--- src/sdma_pkg.sv ---
`default_nettype none

package sdma_pkg;

    //////////////////////////////////////////////////////////////////////
    // Widths and transfer geometry
    //////////////////////////////////////////////////////////////////////

    // Data and address word
    localparam int WORD_W = 32;

    // One memory burst is 16 beats of one word
    localparam int BURST_LEN = 16;
    localparam int BURST_BYTES = 64;

    // SD block of 512 bytes
    localparam int BLOCK_WORDS = 128;

    localparam int BLKCNT_W = 16;

    // Card-side buffer, four bursts deep
    localparam int FIFO_DEPTH = 64;

    typedef logic [WORD_W-1:0] word_t;
    typedef logic [BLKCNT_W-1:0] blkcnt_t;

    // SDMA engine states
    typedef enum logic [2:0] {
        idle,
        wait_data,
        burst,
        block_check,
        boundary_wait,
        done
    } dma_state_t;

    //////////////////////////////////////////////////////////////////////
    // Buffer boundary
    //////////////////////////////////////////////////////////////////////

    // Code 0 is 4 KB (8 blocks), code 7 is 512 KB (1024 blocks)
    function automatic blkcnt_t boundary_blocks(input logic [2:0] code);
        blkcnt_t blocks;
        blocks = blkcnt_t'(8) << code;
        return blocks;
    endfunction

endpackage

`default_nettype wire

--- src/sdma_ifs.sv ---
`default_nettype none

// Transfer settings out to the engine, status pulses back
interface dma_cfg_if;
    logic              start_pulse;
    sdma_pkg::word_t   start_addr;
    sdma_pkg::blkcnt_t block_count;
    logic              count_ena;
    sdma_pkg::blkcnt_t bound_blocks;
    logic              set_boundary_int;
    logic              set_complete_int;
    logic              busy;

    modport config_side (
        output start_pulse, start_addr, block_count, count_ena, bound_blocks,
        input  set_boundary_int, set_complete_int, busy
    );

    modport engine_side (
        input  start_pulse, start_addr, block_count, count_ena, bound_blocks,
        output set_boundary_int, set_complete_int, busy
    );
endinterface

// Four-phase req/ack, one burst per handshake
interface burst_if;
    logic            req;
    logic            ack;
    sdma_pkg::word_t addr;

    modport master (
        output req, addr,
        input  ack
    );

    modport slave (
        input  req, addr,
        output ack
    );
endinterface

`default_nettype wire

--- src/sdma_block_fifo.sv ---
`default_nettype none

module sdma_block_fifo (
    input  logic            clock,
    input  logic            reset,
    input  sdma_pkg::word_t card_data,
    input  logic            card_valid,
    output logic            card_ready,
    input  logic            flush,
    input  logic            pop,
    output sdma_pkg::word_t rd_data,
    output logic [6:0]      level
);

    sdma_pkg::word_t mem [sdma_pkg::FIFO_DEPTH];
    logic [5:0] wr_ptr;
    logic [5:0] rd_ptr;
    logic push;
    logic take;

    assign card_ready = level != 7'(sdma_pkg::FIFO_DEPTH);

    // Nothing moves in the flush cycle
    assign push = card_valid && card_ready && !flush;
    assign take = pop && !flush;

    // Head word is always visible to the writer
    assign rd_data = mem[rd_ptr];

    always_ff @(posedge clock) begin
        if (!reset || flush) begin
            wr_ptr <= '0;
            rd_ptr <= '0;
            level <= '0;
        end else begin
            if (push) begin
                wr_ptr <= wr_ptr + 6'd1;
            end
            if (take) begin
                rd_ptr <= rd_ptr + 6'd1;
            end
            level <= level + 7'(push) - 7'(take);
        end
    end

    always_ff @(posedge clock) begin
        if (push) begin
            mem[wr_ptr] <= card_data;
        end
    end

    // A full buffer never takes another word
    level_bound: assert property (
        @(posedge clock) disable iff (!reset)
        level <= 7'(sdma_pkg::FIFO_DEPTH)
    );

    // Engine waits for a full burst, so the writer never pops empty
    pop_when_empty: assert property (
        @(posedge clock) disable iff (!reset)
        take |-> level != 7'd0
    );

endmodule

`default_nettype wire

--- src/sdma_burst_writer.sv ---
`default_nettype none

module sdma_burst_writer (
    input  logic            clock,
    input  logic            reset,
    burst_if.slave          bus,
    input  sdma_pkg::word_t rd_data,
    output logic            pop,
    output sdma_pkg::word_t mem_awaddr,
    output logic            mem_awvalid,
    input  logic            mem_awready,
    output sdma_pkg::word_t mem_wdata,
    output logic            mem_wvalid,
    input  logic            mem_wready,
    output logic            mem_wlast
);

    localparam logic [3:0] LAST_BEAT = 4'(sdma_pkg::BURST_LEN - 1);

    typedef enum logic [1:0] {
        w_idle,
        w_addr,
        w_data,
        w_ack
    } wr_state_t;

    wr_state_t  state;
    logic [3:0] beat;
    logic       load;

    // Next buffer word goes into the data register
    assign load = bus.req && ((state == w_addr && mem_awready)
                || (state == w_data && mem_wready && beat != LAST_BEAT));
    assign pop = load;
    assign mem_wlast = mem_wvalid && beat == LAST_BEAT;

    always_ff @(posedge clock) begin
        if (!reset) begin
            state <= w_idle;
            mem_awvalid <= 1'b0;
            mem_wvalid <= 1'b0;
            bus.ack <= 1'b0;
            beat <= '0;
        end else begin
            case (state)
                w_idle: begin
                    if (bus.req) begin
                        mem_awvalid <= 1'b1;
                        beat <= '0;
                        state <= w_addr;
                    end
                end
                w_addr: begin
                    if (mem_awready) begin
                        mem_awvalid <= 1'b0;
                        if (bus.req) begin
                            mem_wvalid <= 1'b1;
                            state <= w_data;
                        end else begin
                            state <= w_idle;
                        end
                    end
                end
                w_data: begin
                    // An abort ends the burst after the pending beat
                    if (mem_wready) begin
                        beat <= beat + 4'd1;
                        if (!bus.req || beat == LAST_BEAT) begin
                            mem_wvalid <= 1'b0;
                            if (bus.req) begin
                                bus.ack <= 1'b1;
                                state <= w_ack;
                            end else begin
                                state <= w_idle;
                            end
                        end
                    end
                end
                w_ack: begin
                    if (!bus.req) begin
                        bus.ack <= 1'b0;
                        state <= w_idle;
                    end
                end
                default: begin
                    state <= w_idle;
                end
            endcase
        end
    end

    always_ff @(posedge clock) begin
        if (state == w_idle && bus.req) begin
            mem_awaddr <= bus.addr;
        end
        if (load) begin
            mem_wdata <= rd_data;
        end
    end

    aw_stable: assert property (
        @(posedge clock) disable iff (!reset)
        mem_awvalid && !mem_awready |=> mem_awvalid && $stable(mem_awaddr)
    );

endmodule

`default_nettype wire

--- src/sdma_config.sv ---
`default_nettype none

module sdma_config (
    input  logic              clock,
    input  logic              reset,
    input  logic [2:0]        buf_boundary,
    input  sdma_pkg::blkcnt_t block_count,
    input  logic              count_ena,
    input  logic              start,
    input  sdma_pkg::word_t   sys_addr,
    input  logic              int_clear,
    output logic [1:0]        dma_interrupts,
    dma_cfg_if.config_side    cfg
);

    logic accept;

    // A start held high for several cycles is taken only once
    assign accept = start && !cfg.busy && !cfg.start_pulse;

    always_ff @(posedge clock) begin
        if (!reset) begin
            cfg.start_pulse <= 1'b0;
            dma_interrupts <= 2'b00;
        end else begin
            cfg.start_pulse <= accept;

            // Bit 1 boundary, bit 0 transfer complete
            if (int_clear) begin
                dma_interrupts <= 2'b00;
            end else begin
                dma_interrupts <= dma_interrupts
                                | {cfg.set_boundary_int, cfg.set_complete_int};
            end
        end
    end

    // Settings captured with the start
    always_ff @(posedge clock) begin
        if (accept) begin
            cfg.start_addr <= sys_addr;
            cfg.block_count <= block_count;
            cfg.count_ena <= count_ena;
            cfg.bound_blocks <= sdma_pkg::boundary_blocks(buf_boundary);
        end
    end

    // Engine must still be idle when the start arrives
    start_while_busy: assert property (
        @(posedge clock) disable iff (!reset)
        cfg.start_pulse |-> !cfg.busy
    );

endmodule

`default_nettype wire

--- src/sdma_engine.sv ---
`default_nettype none

module sdma_engine (
    input  logic            clock,
    input  logic            reset,
    dma_cfg_if.engine_side  cfg,
    input  logic [6:0]      level,
    output logic            flush,
    input  sdma_pkg::word_t sys_addr,
    input  logic            sys_addr_load,
    input  logic            card_timeout,
    burst_if.master         bus
);

    localparam logic [2:0] LAST_BURST =
        3'(sdma_pkg::BLOCK_WORDS / sdma_pkg::BURST_LEN - 1);

    sdma_pkg::dma_state_t state;
    logic [2:0]        burst_cnt;
    sdma_pkg::blkcnt_t total_blks;
    sdma_pkg::blkcnt_t bound_cnt;
    sdma_pkg::word_t   burst_addr;
    logic              blocks_done;
    logic              bound_hit;

    // Block-end decisions, complete takes priority over boundary
    assign blocks_done = cfg.count_ena && total_blks == cfg.block_count;
    assign bound_hit = bound_cnt == cfg.bound_blocks;

    assign cfg.set_complete_int = state == sdma_pkg::block_check && blocks_done;
    assign cfg.set_boundary_int = state == sdma_pkg::block_check && !blocks_done
                                  && bound_hit;
    assign cfg.busy = state != sdma_pkg::idle;
    assign bus.addr = burst_addr;

    //////////////////////////////////////////////////////////////////////
    // SDMA control
    //////////////////////////////////////////////////////////////////////

    always_ff @(posedge clock) begin
        if (!reset) begin
            state <= sdma_pkg::idle;
            bus.req <= 1'b0;
            flush <= 1'b0;
            burst_cnt <= '0;
            total_blks <= '0;
            bound_cnt <= '0;
            burst_addr <= '0;
        end else begin
            flush <= 1'b0;
            case (state)
                sdma_pkg::idle: begin
                    if (cfg.start_pulse) begin
                        // Drop leftovers of an earlier transfer
                        flush <= 1'b1;
                        burst_addr <= cfg.start_addr;
                        burst_cnt <= '0;
                        total_blks <= '0;
                        bound_cnt <= '0;
                        state <= sdma_pkg::wait_data;
                    end
                end
                sdma_pkg::wait_data: begin
                    // Level is stale while the flush is in progress
                    if (!flush && !bus.ack
                            && level >= 7'(sdma_pkg::BURST_LEN)) begin
                        bus.req <= 1'b1;
                        state <= sdma_pkg::burst;
                    end
                end
                sdma_pkg::burst: begin
                    if (bus.ack) begin
                        bus.req <= 1'b0;
                        burst_addr <= burst_addr + sdma_pkg::word_t'(sdma_pkg::BURST_BYTES);
                        burst_cnt <= burst_cnt + 3'd1;
                        if (burst_cnt == LAST_BURST) begin
                            total_blks <= total_blks + 1'b1;
                            bound_cnt <= bound_cnt + 1'b1;
                            state <= sdma_pkg::block_check;
                        end else begin
                            state <= sdma_pkg::wait_data;
                        end
                    end
                end
                sdma_pkg::block_check: begin
                    if (blocks_done) begin
                        state <= sdma_pkg::done;
                    end else if (bound_hit) begin
                        state <= sdma_pkg::boundary_wait;
                    end else begin
                        state <= sdma_pkg::wait_data;
                    end
                end
                sdma_pkg::boundary_wait: begin
                    // Software relocates the buffer
                    if (sys_addr_load) begin
                        burst_addr <= sys_addr;
                        bound_cnt <= '0;
                        state <= sdma_pkg::wait_data;
                    end
                end
                sdma_pkg::done: begin
                    state <= sdma_pkg::idle;
                end
                default: begin
                    state <= sdma_pkg::idle;
                end
            endcase

            // Serializer timeout aborts whatever is running
            if (card_timeout) begin
                state <= sdma_pkg::idle;
                bus.req <= 1'b0;
                flush <= 1'b1;
            end
        end
    end

    // Handshake order, only an abort may take req away early
    req_before_ack: assert property (
        @(posedge clock) disable iff (!reset)
        $fell(bus.req) |-> $past(bus.ack) || $past(card_timeout)
    );

endmodule

`default_nettype wire

--- src/sdma_top.sv ---
`default_nettype none

module sdma_top (
    input  logic              clock,
    input  logic              reset,
    // Card side
    input  sdma_pkg::word_t   card_data,
    input  logic              card_valid,
    output logic              card_ready,
    input  logic              card_timeout,
    // Software settings
    input  logic [2:0]        buf_boundary,
    input  sdma_pkg::blkcnt_t block_count,
    input  logic              count_ena,
    input  logic              start,
    input  sdma_pkg::word_t   sys_addr,
    input  logic              sys_addr_load,
    input  logic              int_clear,
    output logic [1:0]        dma_interrupts,
    output logic              busy,
    // Memory write port
    output sdma_pkg::word_t   mem_awaddr,
    output logic              mem_awvalid,
    input  logic              mem_awready,
    output sdma_pkg::word_t   mem_wdata,
    output logic              mem_wvalid,
    input  logic              mem_wready,
    output logic              mem_wlast
);

    dma_cfg_if cfg_bus ();
    burst_if   burst_bus ();

    logic [6:0]      level;
    logic            flush;
    logic            pop;
    sdma_pkg::word_t rd_data;

    assign busy = cfg_bus.busy;

    sdma_config config0 (
        .clock          (clock),
        .reset          (reset),
        .buf_boundary   (buf_boundary),
        .block_count    (block_count),
        .count_ena      (count_ena),
        .start          (start),
        .sys_addr       (sys_addr),
        .int_clear      (int_clear),
        .dma_interrupts (dma_interrupts),
        .cfg            (cfg_bus.config_side)
    );

    sdma_block_fifo fifo0 (
        .clock      (clock),
        .reset      (reset),
        .card_data  (card_data),
        .card_valid (card_valid),
        .card_ready (card_ready),
        .flush      (flush),
        .pop        (pop),
        .rd_data    (rd_data),
        .level      (level)
    );

    sdma_engine engine0 (
        .clock         (clock),
        .reset         (reset),
        .cfg           (cfg_bus.engine_side),
        .level         (level),
        .flush         (flush),
        .sys_addr      (sys_addr),
        .sys_addr_load (sys_addr_load),
        .card_timeout  (card_timeout),
        .bus           (burst_bus.master)
    );

    sdma_burst_writer writer0 (
        .clock       (clock),
        .reset       (reset),
        .bus         (burst_bus.slave),
        .rd_data     (rd_data),
        .pop         (pop),
        .mem_awaddr  (mem_awaddr),
        .mem_awvalid (mem_awvalid),
        .mem_awready (mem_awready),
        .mem_wdata   (mem_wdata),
        .mem_wvalid  (mem_wvalid),
        .mem_wready  (mem_wready),
        .mem_wlast   (mem_wlast)
    );

endmodule

`default_nettype wire

--- config.mk ---
export PLATFORM = sky130hd
export DESIGN_NAME = sdma_top
export DESIGN_NICKNAME = d
export VERILOG_FILES = /design/src/sdma_pkg.sv /design/src/sdma_ifs.sv /design/src/sdma_block_fifo.sv /design/src/sdma_burst_writer.sv /design/src/sdma_config.sv /design/src/sdma_engine.sv /design/src/sdma_top.sv
export SDC_FILE = /design/constraint.sdc
export NUM_CORES = 2
export LEC_CHECK = 0
export ABC_AREA = 1
export ABC_CLOCK_PERIOD_IN_PS = 7900
export BUFFER_PORTS_ARGS = -buffer_cell sky130_fd_sc_hd__buf_2
export CAP_MARGIN = 20
export CORE_UTILIZATION = 45
export CTS_CLUSTER_DIAMETER = 200
export CTS_CLUSTER_SIZE = 24
export DETAILED_ROUTE_END_ITERATION = 10
export PLACE_DENSITY = 0.72
export SLEW_MARGIN = 10
export SYNTH_ARGS = -nofsm -noshare
export SYNTH_HDL_FRONTEND = slang
export SYNTH_SLANG_ARGS = --single-unit
--- constraint.sdc ---
create_clock -name clock -period 7.9 [get_ports clock]
set_input_delay 0.79 -clock clock [delete_from_list [all_inputs] [get_ports clock]]
set_output_delay 0.79 -clock clock [all_outputs]
set_load 0.1 [all_outputs]
==> metrics.yaml <==
global_routing:
  use_met3_pct: 4.337
  grt_pass1_vias: 55050
  gr-usage-all-layers_pct: 24.20
  grt_pass1_wl_um: 364800
  gr-total-overflow: 0
  antenna_found_initial: 17
  gr-max-usage-layer: "met2"
  use_met2_pct: 38.48
  met1_usage_pct: 32.36
  grt_max_degree: 206
power_and_ir_drop:
  power_density_nw_per_um2: 209.8
  p_total_w: 0.02040
  power.leakage_nw: 30.91
  seq_power_share_pct: 65.7
  pwr-share-clk_pct: 29.7
  p_comb_share_pct: 4.6
  p_int_w: 0.01596
  swShare_pct: 21.78
  peakVddDrop_mv: 0.2175
  switching_power_w: 0.004444
clock_network:
  cts_tree: "yes"
  post_cts_buffers: 0
  cts_made_buffers: 104
  cts-root-buf: "clkbuf_16"
  clk_pin_slew_worst_paths_ps: 100
  h-tree-depth: 3
  cts_sinks: 2272
  clk_latency_ps: 820
  clockBufferDepth: 3
  cts_hold_repair.buffers: 0
  cts_resized: 0
logic_synthesis:
  syn_area_um2: 89900
  synthCells: 7032
  ys_ff_latch: 2272
  yosysSeqAreaShare_pct: 74.74
  ys_warn_count: 0
  synth_flop_cell: "edfxtp_1"
  synth_cell_types: 50
  synth_edf_count: 2169
  avgSynthCellArea_um2: 12.78
  async_reset_ff_share_pct: 0
  synth_nets: 7145
final_layout:
  drive_gt1_share_pct: 7.656
  multi_input_area_um2: 20580
  design_area_um2: 97260
  layout_common_cells: "edfxtp_1 (2169), nor2_1 (1292), o21ai_0 (1012)"
  area_delta_synth_final_pct: 8.185
  fin_nets: 7113
  nFillCells: 16640
  mostFrequentLayoutCell: "edfxtp_1"
  seqCellArea_um2: 67210
placement:
  io_buffers: 163
  place_hpwl_um: 140600
  placed_area_um2: 94330
  gp_congestion: 0.8708
min_path:
  min_to: "config0.cfg.block_count[5]$_DFFE_PP_"
  min-delay-start: "block_count[5]"
  hold_depth: 1
  hold_class: "input pin to flip-flop"
critical_path:
  r2r-end: "fifo0.level[6]$_SDFF_PP0_"
  cpMaxStageDelayCell: "buf_4"
  cp_top_family: "simple AND/OR/NAND/NOR gates"
  crit_buf_inv: 5
  path_cells: "inv_1 > nor2_2 > nand3_1 > a21oi_4 > buf_4 > nand2_1 > inv_1 > ha_1 > inv_1 > ha_1 > fa_1 > nand2_1 > inv_1 > o21bai_1 > a21boi_0 > nor2_1 > nor2_1 > o21ai_0 > nand2_1 > nor2_1"
  rr_startpoint: "writer0.state[1]$_SDFFE_PN0P_"
  r2r_cells: 20
  crit_arrival_ps: 4810
  cpMostUsedCell: "inv_1"
  cp-end-kind: "flip-flop"
  worst_setup_path_start_kind: "flip-flop"
  cpPeakStageDelay_ps: 580
  cp_data_required_time_ps: 8610
  cp_max_fo: 34
  rrSetupSlack_ps: 3800
  path_class: "flip-flop to flip-flop"
sta:
  slew-limit-headroom_pct: 24.45
  fin_tns_setup_ps: 0
  final.period_utilization_pct: 51.88
  finalClockSkew_ps: 57.91
  slew_viol_final: 0
  fmax_mhz: 244.0
  hold_violations: 0
  setup_viol: 0
  rsz0062_at_grt: "false"
  worst_pin_slew_ps: 1133
  finalCriticalPeriod_ps: 4099
routing:
  drt_iter0_markers: 8875
  routedWlPerCell_um: 26.01
  wl_um: 251600
  vias_per_cell: 6.063
  dr.pass1.iters: 8
  drcViolationCount: 0
  vias: 58640
  ant_nets: 0
flow_run:
  drv_cap: 0
floorplan:
  start_util_pct: 45.44
  dieArea_um2: 201600
  coreArea_um2: 197800
  rows: 163
  die_x_um: 449.0
  die_h_um: 449.0
  io_pins: 164
run_status:
  status: "completed"
-- sequential cells by signal (all words and copies together) (netlist names), 6 cells and up --
register and cells:
config0.cfg.start_addr 32, engine0.bound_cnt 16, engine0.bus.addr 32, fifo0.mem 2048, config0.cfg.bound_blocks 8, engine0.total_blks 16, fifo0.wr_ptr 6, writer0.mem_awaddr 32
writer0.mem_wdata 32, fifo0.level 7, fifo0.rd_ptr 6, config0.cfg.block_count 16
-- per-stage QoR --
stage	setup WS [ps]	util [%]	hold WS, ps	std cells
3_3_place_gp	3708	47.29	408.3	9497
3_5_place_dp	3792	47.68	417.8	9530
6_report	3801	49.16	190.6	9672
5_1_grt	3560	49.16	153.8	9667
4_1_cts	3884	49.11	151.7	9663
2_1_floorplan	3262	-	403.0	7032
-- layout make-up --
class | instances | share of cell area, %
repair buffers | 316 | 2.794
flip-flops and latches | 2272 | 69.10
clock inverters | 6 | 0.1389
multi-input cells | 4152 | 21.16
diodes | 5 | 0.01286
well taps | 2640 | 3.396
clock buffers | 127 | 2.765
inverters | 154 | 0.6252
-- power groups by stage --
stage | Combinational (W) | Sequential (W) | Clock, W
2_1_floorplan | 0.000428 | 0.0137 | 0
3_3_place_gp | 0.000898 | 0.0137 | 0
5_1_grt | 0.00101 | 0.0134 | 0.00644
3_5_place_dp | 0.000923 | 0.0137 | 0
4_1_cts | 0.000925 | 0.0134 | 0.00608
6_report | 0.000940 | 0.0134 | 0.00605
-- cells in the mapped netlist (35+ instances only) --
library cell,count,area share [%]
o221ai_1,35,0.34
nor3_1,49,0.27
o22ai_1,284,2.0
clkbuf_1,283,1.2
nand2_1,452,1.9
o21ai_0,1012,5.6
o21ai_1,77,0.43
nor2_1,1358,5.7
a21oi_1,183,1.0
nand4_1,52,0.36
o211ai_1,224,1.9
inv_1,142,0.59
nand3_1,298,1.7
edfxtp_1,2169,72
buf_2,103,0.57
dfxtp_1,103,2.3
-- metal layers --
layer  part of all wire [%]  vias up  wire (um)
li1                       -    25740          -
met1                     37    28930      93520
met2                     47     3456     117300
met3                     11      502      27430
met4                    5.3       10      13250
met5                  0.026        -         65
-- logic make-up after synthesis --
kind of cell,share of synthesized area (%)
DFF,74.74
and+or+nand+nor,10.17
AOI/OAI and AO/OA,11.69
buffers and inverters,2.921
adders and majority gates,0.2867
xor gates and xnor gates,0.1851
-- how the worst max path moves through the flow --
stage	from	endpoint	slack (ps)	depth (start not counted)
6_report	writer0.state[1]$_SDFFE_PN0P_	fifo0.level[6]$_SDFF_PP0_	3800	20
5_1_grt	writer0.state[1]$_SDFFE_PN0P_	fifo0.level[6]$_SDFF_PP0_	3560	20
4_1_cts	writer0.state[1]$_SDFFE_PN0P_	fifo0.level[6]$_SDFF_PP0_	3880	20
3_5_place_dp	mem_wready	fifo0.level[6]$_SDFF_PP0_	3790	19
3_3_place_gp	mem_awready	fifo0.level[6]$_SDFF_PP0_	3710	19
2_1_floorplan	fifo0.level[2]$_SDFF_PP0_	fifo0.mem[63][0]$_DFFE_PP_	3260	7
-- worst reg2reg max path: cells and delay by family (launching register included) --
kind	cells	cell delay, ps
adders and majority gates	3	780
DFF	1	420
and+or+nand+nor	8	1160
AOI/OAI and AO/OA	4	720
buffers and inverters	5	970
(Power assumes the default switching activity.)
